### src/hw/fifo_consts.svh
`ifndef FIFO_CONSTS_SVH
`define FIFO_CONSTS_SVH

// ------------------------------------------------------------
// RAM geometry
// ------------------------------------------------------------

// Number of RAM entries
// Power of two and at least 2 so the pointers wrap on their own
`define FIFO_DEPTH 8

// Data bits per entry
`define FIFO_WIDTH 16

// ------------------------------------------------------------
// RAM pipelining and options
// ------------------------------------------------------------

// Register stages on the write and read address paths
`define FIFO_ADDR_STAGES 1

// Register stages on the read data path
`define FIFO_RD_DATA_STAGES 1

// Cycles from read issue to read data valid
`define FIFO_RD_LATENCY (`FIFO_ADDR_STAGES + `FIFO_RD_DATA_STAGES)

// Read returns same-cycle write data on an address match
`define FIFO_TILE_BYPASS 0

// Zero the memory on reset
`define FIFO_MEM_RESET 1

// One slot per read in flight plus one for the head
`define FIFO_POP_BUF_DEPTH (`FIFO_RD_LATENCY + 1)

`endif

### src/hw/fifo_pkg.sv
package fifo_pkg;

  `include "fifo_consts.svh"

  // ------------------------------------------------------------
  // Widths derived from the header
  // ------------------------------------------------------------

  localparam int addr_w = $clog2(`FIFO_DEPTH);

  // One extra bit so the count can reach FIFO_DEPTH
  localparam int count_w = addr_w + 1;

  // ------------------------------------------------------------
  // Types
  // ------------------------------------------------------------

  typedef logic [addr_w-1:0] addr_t;

  typedef logic [`FIFO_WIDTH-1:0] data_t;

  typedef logic [count_w-1:0] count_t;

  // Write request carried down the RAM write pipeline
  typedef struct packed {
    addr_t addr;
    data_t data;
  } wr_req_t;

  // Controller states
  typedef enum logic [1:0] {
    EMPTY  = 2'd0,
    ACTIVE = 2'd1,
    FULL   = 2'd2,
    DRAIN  = 2'd3
  } ctrl_state_t;

endpackage

### src/hw/delay_valid.sv
`timescale 1ns/1ps

module delay_valid #(
  parameter type payload_t = logic,
  parameter int  num_stages = 1
) (
  input  logic     clk,
  input  logic     rst,
  input  logic     in_valid,
  input  payload_t in_payload,
  output logic     out_valid,
  output payload_t out_payload
);

  if (num_stages == 0) begin : gen_pass
    // No stages so valid and payload go straight through
    assign out_valid   = in_valid;
    assign out_payload = in_payload;
  end else begin : gen_pipe
    logic [num_stages-1:0] valid_q;
    payload_t              payload_q [num_stages];

    // ------------------------------------------------------------
    // Valid chain
    // ------------------------------------------------------------
    always_ff @(posedge clk) begin
      if (rst) begin
        valid_q <= '0;
      end else begin
        valid_q[0] <= in_valid;
        for (int i = 1; i < num_stages; i++) begin
          valid_q[i] <= valid_q[i-1];
        end
      end
    end

    // ------------------------------------------------------------
    // Payload chain
    // ------------------------------------------------------------
    // Each stage only loads when its input is valid
    always_ff @(posedge clk) begin
      if (in_valid) begin
        payload_q[0] <= in_payload;
      end
      for (int i = 1; i < num_stages; i++) begin
        if (valid_q[i-1]) begin
          payload_q[i] <= payload_q[i-1];
        end
      end
    end

    assign out_valid   = valid_q[num_stages-1];
    assign out_payload = payload_q[num_stages-1];
  end

endmodule

### src/hw/ram_flops_1r1w.sv
`timescale 1ns/1ps

module ram_flops_1r1w #(
  parameter int depth          = 8,
  parameter int width          = 16,
  parameter int addr_stages    = 1,
  parameter int rd_data_stages = 1,
  parameter bit tile_bypass    = 1'b0,
  parameter bit mem_reset      = 1'b0
) (
  input  logic            clk,
  input  logic            rst,
  input  logic            wr_valid,
  input  fifo_pkg::addr_t wr_addr,
  input  fifo_pkg::data_t wr_data,
  input  logic            rd_addr_valid,
  input  fifo_pkg::addr_t rd_addr,
  output logic            rd_data_valid,
  output fifo_pkg::data_t rd_data
);

  fifo_pkg::wr_req_t wr_req;
  fifo_pkg::wr_req_t mem_wr_req;
  logic              mem_wr_valid;
  logic              mem_rd_addr_valid;
  fifo_pkg::addr_t   mem_rd_addr;
  fifo_pkg::data_t   mem_rd_data;
  logic [width-1:0]  mem [depth];

  // ------------------------------------------------------------
  // Address pipelines
  // ------------------------------------------------------------
  // Address and data of a write travel together
  assign wr_req.addr = wr_addr;
  assign wr_req.data = wr_data;

  delay_valid #(
    .payload_t  (fifo_pkg::wr_req_t),
    .num_stages (addr_stages)
  ) wr_delay_i (
    .clk         (clk),
    .rst         (rst),
    .in_valid    (wr_valid),
    .in_payload  (wr_req),
    .out_valid   (mem_wr_valid),
    .out_payload (mem_wr_req)
  );

  delay_valid #(
    .payload_t  (fifo_pkg::addr_t),
    .num_stages (addr_stages)
  ) rd_addr_delay_i (
    .clk         (clk),
    .rst         (rst),
    .in_valid    (rd_addr_valid),
    .in_payload  (rd_addr),
    .out_valid   (mem_rd_addr_valid),
    .out_payload (mem_rd_addr)
  );

  // ------------------------------------------------------------
  // Storage and write port
  // ------------------------------------------------------------
  for (genvar i = 0; i < depth; i++) begin : gen_mem
    if (mem_reset) begin : gen_reset
      always_ff @(posedge clk) begin
        if (rst) begin
          mem[i] <= '0;
        end else if (mem_wr_valid && (mem_wr_req.addr == i)) begin
          mem[i] <= mem_wr_req.data;
        end
      end
    end else begin : gen_no_reset
      always_ff @(posedge clk) begin
        if (mem_wr_valid && (mem_wr_req.addr == i)) begin
          mem[i] <= mem_wr_req.data;
        end
      end
    end
  end

  // ------------------------------------------------------------
  // Read port
  // ------------------------------------------------------------
  if (tile_bypass) begin : gen_bypass
    // Same-cycle write to the read address wins over the stored word
    assign mem_rd_data = (mem_wr_valid && (mem_wr_req.addr == mem_rd_addr)) ?
                         mem_wr_req.data : mem[mem_rd_addr];
  end else begin : gen_no_bypass
    assign mem_rd_data = mem[mem_rd_addr];
  end

  // Read data pipeline back to the consumer
  delay_valid #(
    .payload_t  (fifo_pkg::data_t),
    .num_stages (rd_data_stages)
  ) rd_data_delay_i (
    .clk         (clk),
    .rst         (rst),
    .in_valid    (mem_rd_addr_valid),
    .in_payload  (mem_rd_data),
    .out_valid   (rd_data_valid),
    .out_payload (rd_data)
  );

endmodule

### src/hw/fifo_occupancy.sv
`timescale 1ns/1ps

`include "fifo_consts.svh"

module fifo_occupancy (
  input  logic            clk,
  input  logic            rst,
  input  logic            clear,
  input  logic            push_fire,
  input  logic            rd_issue,
  output fifo_pkg::addr_t wr_addr,
  output fifo_pkg::addr_t rd_addr,
  output logic            empty,
  output logic            full
);

  fifo_pkg::count_t count;
  fifo_pkg::count_t count_next;

  // Push and read may land in the same cycle
  assign count_next = count + fifo_pkg::count_t'(push_fire) - fifo_pkg::count_t'(rd_issue);

  // ------------------------------------------------------------
  // Pointers
  // ------------------------------------------------------------
  // Depth is a power of two so the pointers wrap naturally
  always_ff @(posedge clk) begin
    if (rst || clear) begin
      wr_addr <= '0;
      rd_addr <= '0;
    end else begin
      if (push_fire) begin
        wr_addr <= wr_addr + 1'b1;
      end
      if (rd_issue) begin
        rd_addr <= rd_addr + 1'b1;
      end
    end
  end

  // ------------------------------------------------------------
  // Entry count and flags
  // ------------------------------------------------------------
  // Flags come from the next count
  // so they line up with the count register
  always_ff @(posedge clk) begin
    if (rst || clear) begin
      count <= '0;
      empty <= 1'b1;
      full  <= 1'b0;
    end else begin
      count <= count_next;
      empty <= (count_next == '0);
      full  <= (count_next == fifo_pkg::count_t'(`FIFO_DEPTH));
    end
  end

endmodule

### src/hw/fifo_ctrl_fsm.sv
`timescale 1ns/1ps

module fifo_ctrl_fsm (
  input  logic clk,
  input  logic rst,
  input  logic flush,
  input  logic empty,
  input  logic full,
  input  logic credit_ok,
  input  logic in_flight_zero,
  output logic push_ready,
  output logic rd_issue,
  output logic clear
);

  fifo_pkg::ctrl_state_t state;
  fifo_pkg::ctrl_state_t state_next;
  fifo_pkg::ctrl_state_t fill_state;

  // Fill level as seen from the occupancy flags
  assign fill_state = full ? fifo_pkg::FULL : (empty ? fifo_pkg::EMPTY : fifo_pkg::ACTIVE);

  // ------------------------------------------------------------
  // Next state and outputs
  // ------------------------------------------------------------
  always_comb begin
    state_next = state;
    push_ready = 1'b0;
    rd_issue   = 1'b0;
    clear      = 1'b0;
    case (state)
      fifo_pkg::EMPTY, fifo_pkg::ACTIVE: begin
        // In EMPTY the first entry is read as soon as the count shows it
        push_ready = !full && !flush;
        rd_issue   = !empty && credit_ok && !flush;
        state_next = flush ? fifo_pkg::DRAIN : fill_state;
      end
      fifo_pkg::FULL: begin
        // Pushes wait until a read frees a RAM entry
        rd_issue   = !empty && credit_ok && !flush;
        state_next = flush ? fifo_pkg::DRAIN : fill_state;
      end
      fifo_pkg::DRAIN: begin
        // Hold until the RAM reads in flight have returned
        if (in_flight_zero) begin
          clear      = 1'b1;
          state_next = fifo_pkg::EMPTY;
        end
      end
      default: begin
        state_next = fifo_pkg::EMPTY;
      end
    endcase
  end

  always_ff @(posedge clk) begin
    if (rst) begin
      state <= fifo_pkg::EMPTY;
    end else begin
      state <= state_next;
    end
  end

endmodule

### src/hw/fifo_pop_buffer.sv
`timescale 1ns/1ps

module fifo_pop_buffer #(
  parameter int entries = 3
) (
  input  logic            clk,
  input  logic            rst,
  input  logic            clear,
  input  logic            rd_issue,
  input  logic            rd_data_valid,
  input  fifo_pkg::data_t rd_data,
  output logic            pop_valid,
  input  logic            pop_ready,
  output fifo_pkg::data_t pop_data,
  output logic            credit_ok,
  output logic            in_flight_zero
);

  localparam int ptr_w = (entries > 1) ? $clog2(entries) : 1;
  localparam int cnt_w = $clog2(entries + 1);

  fifo_pkg::data_t  store [entries];
  logic [ptr_w-1:0] wr_ptr;
  logic [ptr_w-1:0] rd_ptr;
  logic [cnt_w-1:0] held;
  logic [cnt_w-1:0] in_flight;
  logic [cnt_w-1:0] in_flight_next;
  logic [cnt_w-1:0] drop_cnt;
  logic             keep;
  logic             pop_fire;

  // Head entry stays put until it is taken
  assign pop_valid = (held != '0);
  assign pop_data  = store[rd_ptr];
  assign pop_fire  = pop_valid && pop_ready;

  // Reads issued before a clear are dropped on arrival
  assign keep = rd_data_valid && (drop_cnt == '0);

  assign in_flight_next = in_flight + cnt_w'(rd_issue) - cnt_w'(rd_data_valid);

  // Every read in flight already owns a slot
  assign credit_ok      = (int'(held) + int'(in_flight)) < entries;
  assign in_flight_zero = (in_flight == '0);

  // ------------------------------------------------------------
  // Read reservations
  // ------------------------------------------------------------
  always_ff @(posedge clk) begin
    if (rst) begin
      in_flight <= '0;
      drop_cnt  <= '0;
    end else begin
      in_flight <= in_flight_next;
      if (clear) begin
        drop_cnt <= in_flight_next;
      end else if (rd_data_valid && (drop_cnt != '0)) begin
        drop_cnt <= drop_cnt - 1'b1;
      end
    end
  end

  // ------------------------------------------------------------
  // Circular storage
  // ------------------------------------------------------------
  always_ff @(posedge clk) begin
    if (rst || clear) begin
      wr_ptr <= '0;
      rd_ptr <= '0;
      held   <= '0;
    end else begin
      if (keep) begin
        wr_ptr <= (wr_ptr == ptr_w'(entries - 1)) ? '0 : wr_ptr + 1'b1;
      end
      if (pop_fire) begin
        rd_ptr <= (rd_ptr == ptr_w'(entries - 1)) ? '0 : rd_ptr + 1'b1;
      end
      held <= held + cnt_w'(keep) - cnt_w'(pop_fire);
    end
  end

  always_ff @(posedge clk) begin
    if (keep) begin
      store[wr_ptr] <= rd_data;
    end
  end

endmodule

### src/hw/flop_fifo.sv
`timescale 1ns/1ps

`include "fifo_consts.svh"

module flop_fifo (
  input  logic            clk,
  input  logic            rst,
  input  logic            push_valid,
  output logic            push_ready,
  input  fifo_pkg::data_t push_data,
  output logic            pop_valid,
  input  logic            pop_ready,
  output fifo_pkg::data_t pop_data,
  input  logic            flush
);

  logic            push_fire;
  logic            rd_issue;
  logic            empty;
  logic            full;
  logic            credit_ok;
  logic            in_flight_zero;
  logic            clear;
  fifo_pkg::addr_t wr_addr;
  fifo_pkg::addr_t rd_addr;
  logic            rd_data_valid;
  fifo_pkg::data_t rd_data;

  assign push_fire = push_valid && push_ready;

  // ------------------------------------------------------------
  // Control
  // ------------------------------------------------------------
  fifo_ctrl_fsm ctrl_i (
    .clk            (clk),
    .rst            (rst),
    .flush          (flush),
    .empty          (empty),
    .full           (full),
    .credit_ok      (credit_ok),
    .in_flight_zero (in_flight_zero),
    .push_ready     (push_ready),
    .rd_issue       (rd_issue),
    .clear          (clear)
  );

  fifo_occupancy occupancy_i (
    .clk       (clk),
    .rst       (rst),
    .clear     (clear),
    .push_fire (push_fire),
    .rd_issue  (rd_issue),
    .wr_addr   (wr_addr),
    .rd_addr   (rd_addr),
    .empty     (empty),
    .full      (full)
  );

  // ------------------------------------------------------------
  // Datapath
  // ------------------------------------------------------------
  ram_flops_1r1w #(
    .depth          (`FIFO_DEPTH),
    .width          (`FIFO_WIDTH),
    .addr_stages    (`FIFO_ADDR_STAGES),
    .rd_data_stages (`FIFO_RD_DATA_STAGES),
    .tile_bypass    (`FIFO_TILE_BYPASS),
    .mem_reset      (`FIFO_MEM_RESET)
  ) ram_i (
    .clk           (clk),
    .rst           (rst),
    .wr_valid      (push_fire),
    .wr_addr       (wr_addr),
    .wr_data       (push_data),
    .rd_addr_valid (rd_issue),
    .rd_addr       (rd_addr),
    .rd_data_valid (rd_data_valid),
    .rd_data       (rd_data)
  );

  // Absorbs the RAM read latency under pop back-pressure
  fifo_pop_buffer #(
    .entries (`FIFO_POP_BUF_DEPTH)
  ) pop_buffer_i (
    .clk            (clk),
    .rst            (rst),
    .clear          (clear),
    .rd_issue       (rd_issue),
    .rd_data_valid  (rd_data_valid),
    .rd_data        (rd_data),
    .pop_valid      (pop_valid),
    .pop_ready      (pop_ready),
    .pop_data       (pop_data),
    .credit_ok      (credit_ok),
    .in_flight_zero (in_flight_zero)
  );

endmodule

### config.mk
export PLATFORM = sky130hd
export DESIGN_NAME = flop_fifo
export DESIGN_NICKNAME = d
export VERILOG_FILES = /design/src/hw/fifo_pkg.sv /design/src/hw/delay_valid.sv /design/src/hw/ram_flops_1r1w.sv /design/src/hw/fifo_occupancy.sv /design/src/hw/fifo_ctrl_fsm.sv /design/src/hw/fifo_pop_buffer.sv /design/src/hw/flop_fifo.sv
export VERILOG_INCLUDE_DIRS = /design/src /design/src/hw
export SDC_FILE = /design/constraint.sdc
export NUM_CORES = 1
export LEC_CHECK = 0
export BUFFER_PORTS_ARGS = -buffer_cell sky130_fd_sc_hd__buf_2
export CAP_MARGIN = 30
export CELL_PAD_IN_SITES_DETAIL_PLACEMENT = 0
export CELL_PAD_IN_SITES_GLOBAL_PLACEMENT = 1
export CORE_ASPECT_RATIO = 0.5
export CORE_MARGIN = 3
export CORE_UTILIZATION = 25
export CTS_CLUSTER_DIAMETER = 60
export DETAILED_ROUTE_END_ITERATION = 16
export GPL_ROUTABILITY_DRIVEN = 0
export PLACE_DENSITY_LB_ADDON = 0.1
export SLEW_MARGIN = 20
export SYNTH_ARGS = -nofsm -noshare
export SYNTH_HDL_FRONTEND = slang
export SYNTH_HIERARCHICAL = 1
export SYNTH_SLANG_ARGS = --single-unit
### constraint.sdc
create_clock -name clk -period 2.9 [get_ports clk]
set_clock_uncertainty 0.2 [all_clocks]
set_input_delay 0.29 -clock clk [delete_from_list [all_inputs] [get_ports clk]]
set_output_delay 0.29 -clock clk [all_outputs]
set_load 0.005 [all_outputs]
**Yosys cells after proc, flatten, opt, wreduce, memory -nomap -nowiden**

Memories as Yosys holds them, arrays and structs flattened. A register that Yosys moved wholly into a read port is not among the register bits.
Index checks and enable logic that the tools add are counted.

- Register bits: 27
- Bits in writable memories: 214
- Output and inout port bits: 18
- Memories kept: 5

- Add/subtract/negate cells: 12
- $lt $le $gt $ge: 1
- Equal/unequal tests: 14
- Mux-type cells: 57
- Bitwise operators: 8
- Reductions and logical operators: 29

Memory list:

| name | depth | bits a word | rd ports | clocked after memory_dff | write ports | line | text |
|---|---|---|---|---|---|---|---|
| ram_i.mem | 8 | 16 | 1 | 0 | 8 | ram_flops_1r1w.sv:28 | `logic [width-1:0] mem [depth];` |
| pop_buffer_i.store | 3 | 16 | 1 | 1 | 1 | fifo_pop_buffer.sv:22 | `fifo_pkg::data_t store [entries];` |
| ram_i.wr_delay_i.gen_pipe.payload_q | 1 | 19 | 1 | 0 | 1 | delay_valid.sv:21 | `payload_t payload_q [num_stages];` |
| ram_i.rd_data_delay_i.gen_pipe.payload_q | 1 | 16 | 1 | 0 | 1 | delay_valid.sv:21 |  |
| ram_i.rd_addr_delay_i.gen_pipe.payload_q | 1 | 3 | 1 | 0 | 1 | delay_valid.sv:21 |  |

Operators by type and width:

| kind | count |
|---|---|
| $mux W16 | 8 |
| $mux W1 | 39 |
| $lt A32 B3 Y1 const B | 1 |
| $mux W2 | 9 |
| $logic_and A1 B1 Y1 | 15 |
| $eq A3 B3 Y1 const B | 4 |
| $eq A2 B2 Y1 const B | 4 |
| $or A1 B1 Y1 | 8 |
| $add A3 B1 Y3 const B | 2 |
| $eq A3 B2 Y1 const B | 2 |
| $logic_not A2 Y1 | 3 |
| $reduce_bool A2 Y1 | 3 |
| $add A2 B1 Y2 | 2 |
| $add A2 B1 Y2 const B | 2 |
| $add A4 B1 Y4 | 1 |
| $eq A4 B4 Y1 const B | 1 |
| $logic_not A4 Y1 | 1 |
| $pmux W2 S2 | 1 |
| $sub A2 B1 Y2 | 2 |
| $sub A4 B1 Y4 | 1 |
| $add A2 B2 Y3 | 1 |
| $eq A3 B1 Y1 const B | 1 |
| $logic_not A1 Y1 | 3 |
| $logic_not A3 Y1 | 1 |
| other kinds (6) | 6 |

**Logic depth before layout (Yosys ltp)**

Gate-level depths: netlist (run 1).

- Word-level depth: 8
- Depth in mapped cells: 11
- Mapped depth without buffers: 11

**Cells and area by module**

The synthesis (run 1) kept the hierarchy.

Modules (own cells, without submodules):

| module | times used | cells an instance | area each (um2) | sequential area each (um2) |
|---|---|---|---|---|
| ram_flops_1r1w | 1 | 374 | 5,841.9 | 3,843.7 |
| fifo_pop_buffer | 1 | 170 | 2,384.8 | 1,681.6 |
| delay_valid at ram_i.wr_delay_i | 1 | 21 | 604.3 | 590.6 |
| fifo_occupancy | 1 | 54 | 575.6 | 240.2 |
| delay_valid at ram_i.rd_data_delay_i | 1 | 18 | 514.2 | 500.5 |
| delay_valid at ram_i.rd_addr_delay_i | 1 | 5 | 123.9 | 110.1 |
| fifo_ctrl_fsm | 1 | 10 | 97.6 | 40.0 |
| flop_fifo | 1 | 1 | 6.3 | 0.0 |

**Least setup slack after synthesis (run 1)**

No wires, ideal clock.

- Kind: register to register
- Start point: register pop_buffer_i.held[0]
- End point: register occupancy_i.empty
- Data arrival time: 2,901 ps
- Slack: -316 ps
- Stages on the path, launching flop included: 12
- Clock period less this slack: 3,216 ps
- Cells stage by stage: dfxtp_1 -> ha_1 -> fa_1 -> a21oi_1 -> nor3b_2 -> ha_1 -> inv_1 -> ha_1 -> fa_1 -> xor2_1 -> o31ai_1 -> and3_1

- Longest elaborated chain between the ends: 7

Ends and longest elaborated chain:

| item | line | text |
|---|---|---|
| start, declared | fifo_pop_buffer.sv:25 | `logic [cnt_w-1:0] held;` |
| start signal, assigned | fifo_pop_buffer.sv:78 | `held <= held + cnt_w'(keep) - cnt_w'(pop_fire);` |
| $add A2 B2 Y3 | fifo_pop_buffer.sv:43 | `assign credit_ok = (int'(held) + int'(in_flight)) < entries;` |
| $lt A32 B3 Y1 | fifo_pop_buffer.sv:43 |  |
| named net credit_ok | flop_fifo.sv:21 | `logic credit_ok;` |
| $logic_and A1 B1 Y1 (2 in a row) | fifo_ctrl_fsm.sv:35, fifo_ctrl_fsm.sv:40 |  |
| $mux W1 | n/a |  |
| named net rd_issue | flop_fifo.sv:18 | `logic rd_issue;` |
| $sub A4 B1 Y4 | fifo_occupancy.sv:21 | `assign count_next = count + fifo_pkg::count_t'(push_fire) - fifo_pkg::count_t'(rd_issue);` |
| $logic_not A4 Y1 | fifo_occupancy.sv:53 | `empty <= (count_next == '0);` |
| end signal, assigned | fifo_occupancy.sv:53 |  |
| end, declared | fifo_occupancy.sv:13 | `output logic empty,` |

The timed path passes the listed nets, and every way through them passes these cells.
A chain may end at the register's enable or synchronous reset.

**Final worst setup path (run 1)**

Ends and elaborated chain as after synthesis.

==> reports/summary.md, run 1 <==
The library cell with the largest summed area after synthesis is sky130_fd_sc_hd__edfxtp_1. Counting flops with a built-in enable in the synthesized netlist gives 214. The tools report the number of iterations in the first detailed-routing pass as 4. The run gives 763 as the number of nets in the finished design. The max capacitance violation total is 0. The type of origin of the critical path was a register. The async set or reset register ratio after synthesis was 0. The slowest stage of the critical path is the sky130_fd_sc_hd__fa_1 cell.

For the worst setup path, the data required time is 3180 ps. The flow ran to the end, and the final reports show no timing, DRC or antenna violations. The XOR/XNOR share of the synthesized area was 0.00777. The routed wirelength normalized by instance count is 19.8 um. The number of cells on the worst reg-to-reg path is 11, and the number of max-slew violations in the final report is 0. The mux share of post-synthesis cell area is 0.119.

The overall die width came out at 291 um. The number of standard cells after synthesis is 653. The number of nets in the synthesized netlist is 687.

The number of distinct standard cells referenced by the synthesized netlist is 50, and the effective utilization at floorplan is 0.257. The clock slew seen by the registers of the worst setup and hold paths is 60 ps. The number of hold violations in the final report was 0. The logs give 39400 sq um for the area of the core and 0.000322 V for the maximum vdd drop. Post-detailed-route via-to-cell ratio: 4.35. 0 antenna diodes ended up in the layout.

The fraction of the mapped netlist area in compound gates works out to 0.0302. Commonest register cell after synthesis: sky130_fd_sc_hd__edfxtp_1. Average size of a mapped cell: 15.5 sq um. The most numerous cell type found on the critical path is sky130_fd_sc_hd__ha_4. Clock tree synthesis found a total of 243 sinks. Setup violations remaining at the end of the flow were counted as 0. The port buffer count was 38.

The tools report the number of remaining DRC errors as 0. For the post-synthesis sequential area ratio, the log shows 0.690. The TritonCTS buffer count came out at 26. The worst register-to-register path has a setup slack of 30 ps.

The floorplan step defined a die boundary enclosing 43200 sq um. The aggregate global-route resource usage came out at 0.118. Die outline height: 148 um. After synthesis, the largest family of logic cells by area is multiplexers. For the remaining max-slew budget at the tightest pin, the log shows 0.564. The detailed router finished its first iteration with 284 violations. The flip-flop and latch count after synthesis works out to 243. The level count of the clock H-tree was 1. The worst hold-check path type was in2reg.

The startpoint identified for the worst register-to-register timing path is pop_buffer_i/held[0]. The post-layout minimum cycle time was 2870 ps; the post-synthesis cell area was 10100 sq um. First-pass GRT wire length: 38000 um. Compared with the post-synthesis result, the final layout area differs by 21.5%.

Setup repair after global routing could not meet its margin everywhere. Derived from the worst setup path, the maximum achievable clock frequency is 348 MHz. In this run the clock root is driven by a sky130_fd_sc_hd__clkbuf_16. For the pin with the worst max-slew slack, the measured transition is 655 ps.

The share of the cycle needed by the critical path after routing was 0.989; the vias after detailed routing was 5567. The signal on the critical path passes through ha_4, fa_1, a21oi_2, nor3b_4, ha_4, inv_2, ha_4, fa_2, xor2_2, o31ai_1, and3_1. TritonCTS built the clock tree. During synthesis, Yosys emitted a total of 6 warnings.

The share of post-route cells with drive strength above 1 works out to 0.219. The simple logic cell fraction of the synthesized area was 0.102. Once detail routing completed, the nets flagged for antenna violations numbered 0. In this run the critical register-to-register path is captured at occupancy_i/empty. The maximum root-to-sink buffer count is 3, and the fraction of the mapped netlist area in adder cells is 0.0175.

For this run, the slowest stage of the critical path takes 450 ps. The run gives 540 ps as the clock latency of the later-clocked register in the worst-skew pair. The timing endpoint of the critical path was occupancy_i/empty. In this run the worst setup path begins at pop_buffer_i/held[0].

Along the worst path, the maximum fanout reaches 3. Entering global routing, the biggest net connects 65 pins. Counting the fill cells in the layout gives 3950. At the worst endpoint, the arrival time is 3150 ps.

The capturing element type of the critical path was a register. The number of top-level pins came out at 39. The critical path class is reg2reg. Ranked by total cell area, the synthesized netlist is headed by sky130_fd_sc_hd__edfxtp_1 (63%), sky130_fd_sc_hd__mux4_1 (7.2%), sky130_fd_sc_hd__nor3_1 (6.4%), sky130_fd_sc_hd__dfxtp_1 (5.7%), sky130_fd_sc_hd__mux2i_1 (1.9%). The total power after layout came out at 9.20 mW. After global routing the overflow that remains totals 0.

The wire length reported by the detailed router was 25300 um; the total power density per cell area was 746 nW/um^2. The number of antenna violations at the first check in global routing is 0, and the via count of the first global-routing pass is 5789. In this run the core area contains 51 standard-cell rows. The final standard cell utilization of the core is 0.313, and the proportion of netlist area held by the largest area contributor is 0.633. The leakage power summed over all cells was 4.19 nW. After legalization and detailed placement, the total HPWL measured 14200 um.
[final cells by class]
cell class                      instances  area, sq um  share of cell area
Sequential cell                       243         7010               0.569
Tap cell                              530          663              0.0538
Clock inverter                         17          233              0.0189
Inverter                               30          113             0.00913
Timing Repair Buffer                   93          718              0.0583
Multi-Input combinational cell        335         2890               0.235
Clock buffer                           31          699              0.0567
[cells in the final DEF, fill, tap and decap left out, types with 4 or more instances in the layout]
master,count
sky130_fd_sc_hd__o21ai_1,16
sky130_fd_sc_hd__bufinv_16,5
sky130_fd_sc_hd__a21oi_1,7
sky130_fd_sc_hd__clkinv_1,18
sky130_fd_sc_hd__inv_1,12
sky130_fd_sc_hd__dlygate4sd3_1,18
sky130_fd_sc_hd__edfxtp_1,214
sky130_fd_sc_hd__dfxtp_1,27
sky130_fd_sc_hd__buf_2,38
sky130_fd_sc_hd__xnor2_1,5
sky130_fd_sc_hd__buf_4,31
sky130_fd_sc_hd__o21bai_1,8
sky130_fd_sc_hd__and2_1,5
sky130_fd_sc_hd__ha_4,4
sky130_fd_sc_hd__nor3_1,129
sky130_fd_sc_hd__mux4_1,28
sky130_fd_sc_hd__ha_1,7
sky130_fd_sc_hd__clkbuf_16,26
sky130_fd_sc_hd__clkinv_2,7
sky130_fd_sc_hd__mux4_2,4
sky130_fd_sc_hd__mux2i_1,19
sky130_fd_sc_hd__mux2_2,16
sky130_fd_sc_hd__nor2_1,12
sky130_fd_sc_hd__nand2_1,27
sky130_fd_sc_hd__buf_12,5
[cell families (layout without fill, tap and decap cells)]
logic type / after synthesis / count (layout)
compound gates: 45 / 45
xor+xnor: 9 / 9
fa+ha+maj: 13 / 13
buf+inv: 75 / 171
flops: 243 / 243
mux: 68 / 68
simple gates: 200 / 200
[Yosys cell counts (2+ instances only)]
cell / n
sky130_fd_sc_hd__mux4_1: 28
sky130_fd_sc_hd__buf_6: 6
sky130_fd_sc_hd__inv_1: 14
sky130_fd_sc_hd__nand2_1: 27
sky130_fd_sc_hd__mux2_2: 16
sky130_fd_sc_hd__nor2b_1: 2
sky130_fd_sc_hd__ha_1: 11
sky130_fd_sc_hd__xnor2_1: 5
sky130_fd_sc_hd__or3_1: 3
sky130_fd_sc_hd__clkinv_1: 16
sky130_fd_sc_hd__o21ai_1: 16
sky130_fd_sc_hd__nor3b_1: 3
sky130_fd_sc_hd__mux4_2: 4
sky130_fd_sc_hd__buf_2: 9
sky130_fd_sc_hd__clkbuf_1: 21
sky130_fd_sc_hd__buf_1: 8
sky130_fd_sc_hd__fa_1: 2
sky130_fd_sc_hd__and2_1: 5
sky130_fd_sc_hd__nor2b_4: 3
sky130_fd_sc_hd__edfxtp_1: 214
sky130_fd_sc_hd__a21oi_1: 9
sky130_fd_sc_hd__o21a_1: 3
sky130_fd_sc_hd__nand3b_1: 2
sky130_fd_sc_hd__dfxtp_1: 29
sky130_fd_sc_hd__nor3_1: 129
sky130_fd_sc_hd__xor2_1: 4
sky130_fd_sc_hd__nand2b_1: 3
sky130_fd_sc_hd__mux2i_1: 19
sky130_fd_sc_hd__o21bai_1: 8
sky130_fd_sc_hd__nor2_1: 12
sky130_fd_sc_hd__or2_1: 3
[critical path: cells and delay by family, from the launching register on]
| kind | cells | cell delay (ps) |
|---|---|---|
| compound gates | 2 | 310 |
| fa+ha+maj | 5 | 1270 |
| buf+inv | 1 | 30 |
| xor+xnor | 1 | 210 |
| simple gates | 2 | 430 |
| flops | 1 | 350 |
[metrics by stage]
stage / setup TNS [ps] / worst slack, ps / cell area, sq um / std cells / hold slack [ps]
CTS: 0 / 9.59 / 12300 / 1277 / 18.8
detailed placement: 0 / 46.8 / 11200 / 1211 / 238
global route: -128 / -102 / 12300 / 1279 / 29.3
finish: 0 / 30.5 / 12300 / 1279 / 38.5
global placement: 0 / 7.18 / 11200 / 1211 / 242
floorplan: -132 / -100 / 10200 / 653 / 154
[worst min path at each step]
stage | cells after the start | slack (ps) | startpoint | to
6_report | 3 | 40 | rst | ram_i/wr_delay_i/out_valid
5_1_grt | 3 | 30 | rst | ram_i/wr_delay_i/out_valid
4_1_cts | 3 | 20 | rst | ram_i/wr_delay_i/out_valid
3_5_place_dp | 0 | 240 | occupancy_i/rd_addr[2] | ram_i/rd_addr_delay_i/gen_pipe.payload_q[0][2]
3_3_place_gp | 0 | 240 | occupancy_i/rd_addr[2] | ram_i/rd_addr_delay_i/gen_pipe.payload_q[0][2]
2_1_floorplan | 1 | 150 | rst | ram_i/rd_addr_delay_i/out_valid
[registers in the layout, summed over array words and instances, names as in the netlist, named ones only]
signal	cells
ctrl_i/state	2
occupancy_i/count	4
occupancy_i/empty	1
occupancy_i/full	1
occupancy_i/rd_addr	3
occupancy_i/wr_addr	3
pop_buffer_i/drop_cnt	2
pop_buffer_i/held	2
pop_buffer_i/in_flight	2
pop_buffer_i/rd_ptr	2
pop_buffer_i/store	48
pop_buffer_i/wr_ptr	2
ram_i/mem	128
ram_i/rd_addr_delay_i/gen_pipe.payload_q	3
ram_i/rd_addr_delay_i/out_valid	1
ram_i/rd_data_delay_i/gen_pipe.payload_q	16
ram_i/rd_data_delay_i/out_valid	1
ram_i/wr_delay_i/gen_pipe.payload_q	19
ram_i/wr_delay_i/out_valid	1
[where the power goes]
part           internal [mW]  switching, mW  leakage, nW
Sequential              4.08          0.130         2.35
Clock                   2.18           1.45        0.459
Combinational          0.631          0.739         1.38
Total                   6.88           2.31         4.19
[what timing repair did]
action                     4_1_cts  5_1_grt
cloned                           0        0
hold buffers                    18        0
hold endpoints to repair        22        0
pin swaps                        0        1
setup buffers                    0        1
resized for setup                1        2
setup endpoints to repair        1        2
[metal layers]
metal / track usage / share of wire
met1: 0.178 / 0.51
met2: 0.176 / 0.43
met3: 0.0234 / 0.050
met4: 0.0225 / 0.016
met5: 0 / 0
(Power assumes the default switching activity.)
==> inputs of run 2 (changes only) <==
- clock period: 2.9 -> 2.8 ns (I/O delays scaled with it)
==> run 2 against run 1 <==
Compared with the run above: the flow now finishes with violations (negative setup slack); final cell count up 0.16%; critical path depth down 1; via count increased by 0.38%; non-clock buffer count fell by 1; critical path type unchanged; largest cell class unchanged.
==> reports/summary.md, run 2 (synthesized netlist as in run 1, its figures left out) <==
The worst hold path was traced through 4 stages. The flow ran to the end, but the final reports show violations. The largest registers in the layout are ram_i/mem (128), pop_buffer_i/store (48), ram_i/wr_delay_i/gen_pipe.payload_q (19).

The area of the core is 39400 sq um. In this run the remaining antenna-violating nets after routing total 0. In the layout the commonest cells are sky130_fd_sc_hd__edfxtp_1 (214), sky130_fd_sc_hd__nor3_1 (129), sky130_fd_sc_hd__buf_2 (38), sky130_fd_sc_hd__buf_4 (31), sky130_fd_sc_hd__mux4_1 (28).

Traced cell by cell, the critical path runs through ha_4, fa_1, a21oi_2, nor3b_4, ha_4, inv_2, ha_4, fa_2, o31ai_2, and3_1. The port buffer count is 38, and the maximum number of pins on one net before global-route repair is 65. The number of max-slew violations in the final report is 0.

After clock tree synthesis, the clock-pin slew on the worst setup and hold paths is 60 ps. The tools report the level count of the clock H-tree as 1. The register with the most flip-flops in the layout has 128 of them.

The logs give 763 for the number of nets in the finished design and 37700 um for the first-pass GRT wire length. The summed area of non-filler cells in the final layout is 12300 sq um, and the worst stage delay on the critical path is 470 ps. The slowest stage of the critical path is the sky130_fd_sc_hd__fa_2 cell. The startpoint identified for the worst hold timing path is push_valid.

For the final non-filler cell total, the log shows 1281. The fmax was 345 MHz; the max capacitance violation total was 0. For the worst flop-to-flop path, the logic depth is 10.

The number of placed instances, taps included is 1209. The run gives 340 as the number of DRC markers in iteration 0. The instance area after placement was 11200 sq um; the number of remaining DRC errors was 0.

The floorplan step defined a die boundary enclosing 43200 sq um. The routed layout has 5588 vias. The maximum root-to-sink buffer count is 3.

The leftover overflow at the end of global routing is 0. The startpoint of the worst register-to-register path is pop_buffer_i/held[0]. Along the worst path, the maximum fanout reaches 2. The path with the worst hold slack has its endpoint at occupancy_i/full. The worst register-to-register path ends at occupancy_i/empty. For this block, the routed nets add up to 25200 um of wire. STA puts the critical path data required time at 3080 ps. For this design, the sink count on the clock tree is 243. The area growth from synthesis to layout is 20.8%. From left edge to right edge, the die measures 291 um. The aggregate global-route resource usage came out at 0.117.

The most repeated library cell on the critical path is sky130_fd_sc_hd__ha_4. The number of hold violations in the final report came out at 0. In this run the clock root is driven by a sky130_fd_sc_hd__clkbuf_16. The total power density per cell area is 756 nW/um^2. For the count of endpoints failing setup in the final report, the log shows 3. Data on the critical path arrives at its endpoint at 3180 ps. The worst setup path is captured at a register. The routed wirelength normalized by instance count is 19.7 um.

TritonCTS created 27 clock buffers. The number of buffer and inverter instances along the worst setup path came out at 1. Number of antenna violations at the first check in global routing: 1.

Across the VDD grid, the largest voltage drop is 0.000436 V. The setup path with the least slack is of type reg2reg. The checks that failed: negative setup slack.

The remaining max-slew budget at the tightest pin was 0.653. The logs give 0.257 for the effective utilization at floorplan and 5707 for the via count of the first global-routing pass. The type of origin of the critical path is a register. The post-detailed-route via-to-cell ratio is 4.36.

Worst hold-check path type: in2reg. The library cell used most frequently in the layout, excluding fill and tap cells, is sky130_fd_sc_hd__edfxtp_1. The pre-CTS setup slack is -84.6 ps. The die is 148 um tall. The smallest clock period supported by the final layout is computed as 2890 ps. Summed over all cells, the static leakage comes to 4.14 nW. Register with the most flip-flops: ram_i/mem. The share of the cycle needed by the critical path after routing was 1.03. The floorplan has 51 rows. The share of post-route cells with drive strength above 1 came out at 0.209. The cell family with the largest share of critical-path delay is adder cells. During I/O placement, the number of pins put on the boundary was 39.

Before antenna repair, the detailed router went through 4 iterations. At the pin with the least slew margin, the transition time is 520 ps. The clock latency of the later-clocked register in the worst-skew pair is 540 ps, and the worst setup slack after layout is -94.7 ps. The slack of the worst reg-to-reg path came out at -90 ps.

TritonCTS built the clock tree. Setup repair after global routing could not meet its margin everywhere. Summed over all nets, the half-perimeter wirelength after detailed placement is 14000 um.
run 2: changes by cell type in the layout (fill, tap and decap cells not counted), moves of 2 or more:
cell                        before  now
sky130_fd_sc_hd__clkinv_8        2    0
sky130_fd_sc_hd__clkbuf_1        2    5
sky130_fd_sc_hd__clkinv_1       18   24
sky130_fd_sc_hd__bufinv_16       5    2
sky130_fd_sc_hd__clkinv_2        7    4
sky130_fd_sc_hd__clkbuf_8        3    1
run 2: worst max path at each step:
stage,slack [ps],end,depth (start not counted),start
after CTS,-100,occupancy_i/empty,11,pop_buffer_i/held[0]
after global placement,-100,occupancy_i/empty,11,pop_buffer_i/held[0]
final,-90,occupancy_i/empty,10,pop_buffer_i/held[0]
after detailed placement,-80,occupancy_i/empty,10,pop_buffer_i/held[0]
after global routing,-250,occupancy_i/empty,10,pop_buffer_i/held[0]
after floorplan,-200,occupancy_i/empty,10,pop_buffer_i/held[0]
run 2: what timing repair did:
| item | in CTS | in global routing |
|---|---|---|
| buffers inserted | 1 | 1 |
| pin swaps | 0 | 1 |
| endpoints found under the setup margin | 3 | 4 |
| cloned | 0 | 0 |
| hold buffers | 19 | 0 |
| endpoints found under the hold margin | 27 | 0 |
| gates resized for setup | 1 | 5 |
run 2: per-layer routing:
| metal | part of all wire | global-route usage |
|---|---|---|
| met5 | 0 | 0 |
| met4 | 0.016 | 0.0233 |
| met3 | 0.041 | 0.0240 |
| met2 | 0.45 | 0.184 |
| met1 | 0.49 | 0.168 |
run 2: worst register-to-register path, cell delays in order, from the launching register on:
cell                      delay [ps]
sky130_fd_sc_hd__dfxtp_4         350
sky130_fd_sc_hd__ha_4            150
sky130_fd_sc_hd__fa_1            450
sky130_fd_sc_hd__a21oi_2         140
sky130_fd_sc_hd__nor3b_4         250
sky130_fd_sc_hd__ha_4            230
sky130_fd_sc_hd__inv_2            60
sky130_fd_sc_hd__ha_4            130
sky130_fd_sc_hd__fa_2            470
sky130_fd_sc_hd__o31ai_2         250
sky130_fd_sc_hd__and3_1          170
run 2: area by class of cell:
type                            instances  area [sq um]
Multi-Input combinational cell        335          2910
Clock inverter                         17           150
Fill cell                            3940         27200
Inverter                               30           113
Tap cell                              530           663
Clock buffer                           33           708
Antenna cell                            1          2.50
Timing Repair Buffer                   92           693
Sequential cell                       243          7010
run 2: per-stage QoR:
step	util	power (mW)	setup TNS [ps]	hold slack, ps
finish	0.311	9.26	-182	90.6
global route	0.311	9.72	-670	70.7
CTS	0.310	9.39	-191	50.3
detailed placement	0.283	5.83	-135	242
global placement	0.283	5.82	-168	240
floorplan	-	5.34	-396	144
run 2: where the power goes:
group,total [mW],switching (mW),internal [mW]
Sequential,4.34,0.116,4.22
Combinational,1.45,0.789,0.663
Clock,3.47,1.48,1.99
==> inputs of run 3 (changes only) <==
- BUFFER_PORTS_ARGS: -buffer_cell sky130_fd_sc_hd__buf_2 -> -buffer_cell sky130_fd_sc_hd__clkbuf_2
- REMOVE_ABC_BUFFERS: unset -> 1
==> run 3 against run 2 <==
Compared with the run above: the run still ends with negative setup slack left; critical path depth unchanged; core utilization down 0.14 points; final cell count up 0.23%; routed wire length down 1.4%; final area down 0.46%; maximum frequency down 0.49%; clock-buffer cell count down 2; register-to-register slack about the same; first-iteration DRC count down 17%; critical path type unchanged; critical endpoint unchanged; largest cell class unchanged.
==> reports/summary.md, run 3 (synthesized netlist as in run 1, its figures left out) <==
The run finished, with violations left. The final reports fail on negative setup slack. Level count of the clock H-tree: 1. Entering global routing, the biggest net connects 49 pins. TritonCTS built the clock tree. After the last flow step, the layout net total stands at 770. The remaining max-slew budget at the tightest pin is 0.549, and the number of nets with antenna violations after detailed routing is 0.

Setup repair after global routing could not meet its margin everywhere. The worst setup slack after layout was -109 ps. The startpoint identified for the worst register-to-register timing path is pop_buffer_i/in_flight[0].

The number of iterations in the first detailed-routing pass was 4; the overall die width was 291 um. The number of cells on the worst reg-to-reg path was 10. The TritonCTS buffer count was 25; the max capacitance violation total was 0. STA classifies the critical path startpoint as a register. Setup violations remaining at the end of the flow were counted as 3. The worst setup path is captured at a register. The die is 148 um tall. The number of max-slew violations in the final report was 0. The design draws 9.03 mW. The most repeated library cell on the critical path is sky130_fd_sc_hd__ha_4.

The endpoint identified for the worst register-to-register timing path is occupancy_i/empty. The port buffer count came out at 38. Standard-cell row count: 51.

The data arrival time at the worst-slack endpoint was 3190 ps; the number of top-level pins was 39. Counting buffers and inverters, the worst setup path is 10 cells deep. At the worst endpoint, the required time is 3080 ps.

Along the worst path, the maximum fanout reaches 3. The via count of the first global-routing pass is 5758, and the post-layout minimum cycle time is 2910 ps. Combined flip-flop and latch cell area: 7010 sq um. The final standard cell utilization of the core is 0.309, and the total power density per cell area is 741 nW/um^2. The worst hold path belongs to the class in2reg.

The run gives 1284 as the final non-filler cell total. The filler cells instantiated in the layout total 3957. CTS saw 243 sinks.

VDD sags by at most 0.000345 V. The maximum root-to-sink buffer count came out at 3. Including well taps, the total number of placed cells is 1217.

The half-perimeter wire length after detailed placement was 14500 um; the clock slew seen by the registers of the worst setup and hold paths was 70 ps. The share of the cycle needed by the critical path after routing is 1.04. The share of post-route cells with drive strength above 1 came out at 0.214. Among all stages on the critical path, the largest delay is contributed by sky130_fd_sc_hd__fa_2.

Number of buffer and inverter instances along the worst setup path: 1. Grouping stages by cell kind, the critical path spends the most delay in adder cells. The commonest non-fill, non-tap cell in the layout was sky130_fd_sc_hd__edfxtp_1.

The tools report the clock latency of the later-clocked register in the worst-skew pair as 530 ps. The signal on the critical path passes through ha_4, fa_1, a21oi_2, nor3b_4, ha_4, inv_2, ha_4, fa_2, o31ai_2, and3_1. Number of remaining DRC errors: 0.

The tools report the leakage power summed over all cells as 4.14 nW. The measured slew at the worst slew-check pin came out at 674 ps. In the final layout, the registers with the most flip-flops are ram_i/mem (128), pop_buffer_i/store (48), ram_i/wr_delay_i/gen_pipe.payload_q (19). The setup check on the worst reg-to-reg path leaves a slack of -110 ps. Detailed routing inserted a total of 5574 vias. The first global-routing pass estimated 37800 um of wire.

For this run the aggregate overflow at the end of global routing stands at 0. The tools report the source of the critical timing path as pop_buffer_i/in_flight[0]. Prior to clock tree synthesis, the placed netlist has a worst setup slack of -184 ps. In the final routed layout, each cell accounts on average for 19.4 um. The tools report the antenna diode count as 0. The die covers 43200 sq um.

The flip-flop count of the largest register after layout works out to 128. In the layout the commonest cells are sky130_fd_sc_hd__edfxtp_1 (214), sky130_fd_sc_hd__nor3_1 (129), sky130_fd_sc_hd__buf_4 (40), sky130_fd_sc_hd__clkbuf_2 (38), sky130_fd_sc_hd__mux4_1 (28). For the number of hold violations in the final report, the log shows 0. The worst stage delay on the critical path was 470 ps; the wire length reported by the detailed router was 24900 um. Number of antenna violations at the first check in global routing: 1.

The tools report the area of the core as 39400 sq um. From synthesis to final layout, the design area changed by 20.2%. The post-detailed-route via-to-cell ratio was 4.34.

The worst setup path is of the reg2reg kind. The run gives 0.257 as the effective utilization at floorplan. The tools report the fmax as 344 MHz. Ranked by flip-flop count, first place goes to ram_i/mem. The multi-input combinational cells in the finished layout cover a total of 2890 sq um.

Following the worst setup path forward leads to its endpoint at occupancy_i/empty. The buffer type at the clock tree root is sky130_fd_sc_hd__clkbuf_16. The aggregate global-route resource usage is 0.117, and the number of DRC markers in iteration 0 is 281.
-- run 3: cell count changes in the layout (fill, tap and decap cells not counted), moves of 3 or more --
cell and delta:
sky130_fd_sc_hd__clkinv_2 +3, sky130_fd_sc_hd__clkbuf_2 +38, sky130_fd_sc_hd__buf_2 -38, sky130_fd_sc_hd__clkinv_1 -4, sky130_fd_sc_hd__buf_4 +9
-- run 3: worst min-delay path by stage --
stage | from | endpoint | cells past startpoint | slack [ps]
floorplan | rst | ram_i/rd_addr_delay_i/out_valid | 1 | 140
global placement | occupancy_i/rd_addr[2] | ram_i/rd_addr_delay_i/gen_pipe.payload_q[0][2] | 0 | 240
detailed placement | occupancy_i/rd_addr[2] | ram_i/rd_addr_delay_i/gen_pipe.payload_q[0][2] | 0 | 240
CTS | push_valid | occupancy_i/full | 4 | 50
global route | push_valid | occupancy_i/full | 4 | 80
finish | push_valid | occupancy_i/full | 4 | 60
-- run 3: area by class of cell --
cell class,instances,area share
Multi-Input combinational cell,335,0.237
Sequential cell,243,0.575
Clock inverter,14,0.00974
Timing Repair Buffer,101,0.0624
Tap cell,530,0.0544
Inverter,30,0.00923
Clock buffer,31,0.0531
-- run 3: per-stage QoR --
stage / TNS (ps) / hold WS [ps] / area [sq um]
finish: -188 / 59.8 / 12200
global route: -684 / 78.6 / 12200
CTS: -201 / 46.9 / 12100
detailed placement: -415 / 240 / 11100
global placement: -428 / 238 / 11100
floorplan: -1270 / 144 / 9920
-- run 3: routing by layer --
metal | track usage | share of wire | vias up
met5 | 0 | 0 | -
met4 | 0.0223 | 0.018 | 0
met3 | 0.0209 | 0.034 | 36
met2 | 0.183 | 0.44 | 70
met1 | 0.171 | 0.51 | 2799
li1 | - | - | 2669
-- run 3: worst min-delay path, delay by kind of cell --
kind	cells	cell delay [ps]
buffers and inverters	1	70
adders and majority gates	1	180
AOI/OAI and AO/OA	1	50
and+or+nand+nor	1	180
-- run 3: power by group --
group          leakage [nW]  switching, mW  internal [mW]  total [mW]
Combinational          1.42          0.800          0.687        1.49
Sequential             2.35          0.114           4.22        4.34
Clock                 0.382           1.39           1.82        3.21
Total                  4.14           2.30           6.73        9.03
-- run 3: timing repair --
action / 4_1_cts / 5_1_grt
setup endpoints to repair: 4 / 5
resized for setup: 6 / 10
pin swaps: 5 / 4
hold endpoints to repair: 24 / 0
setup buffers: 1 / 2
hold buffers: 19 / 0
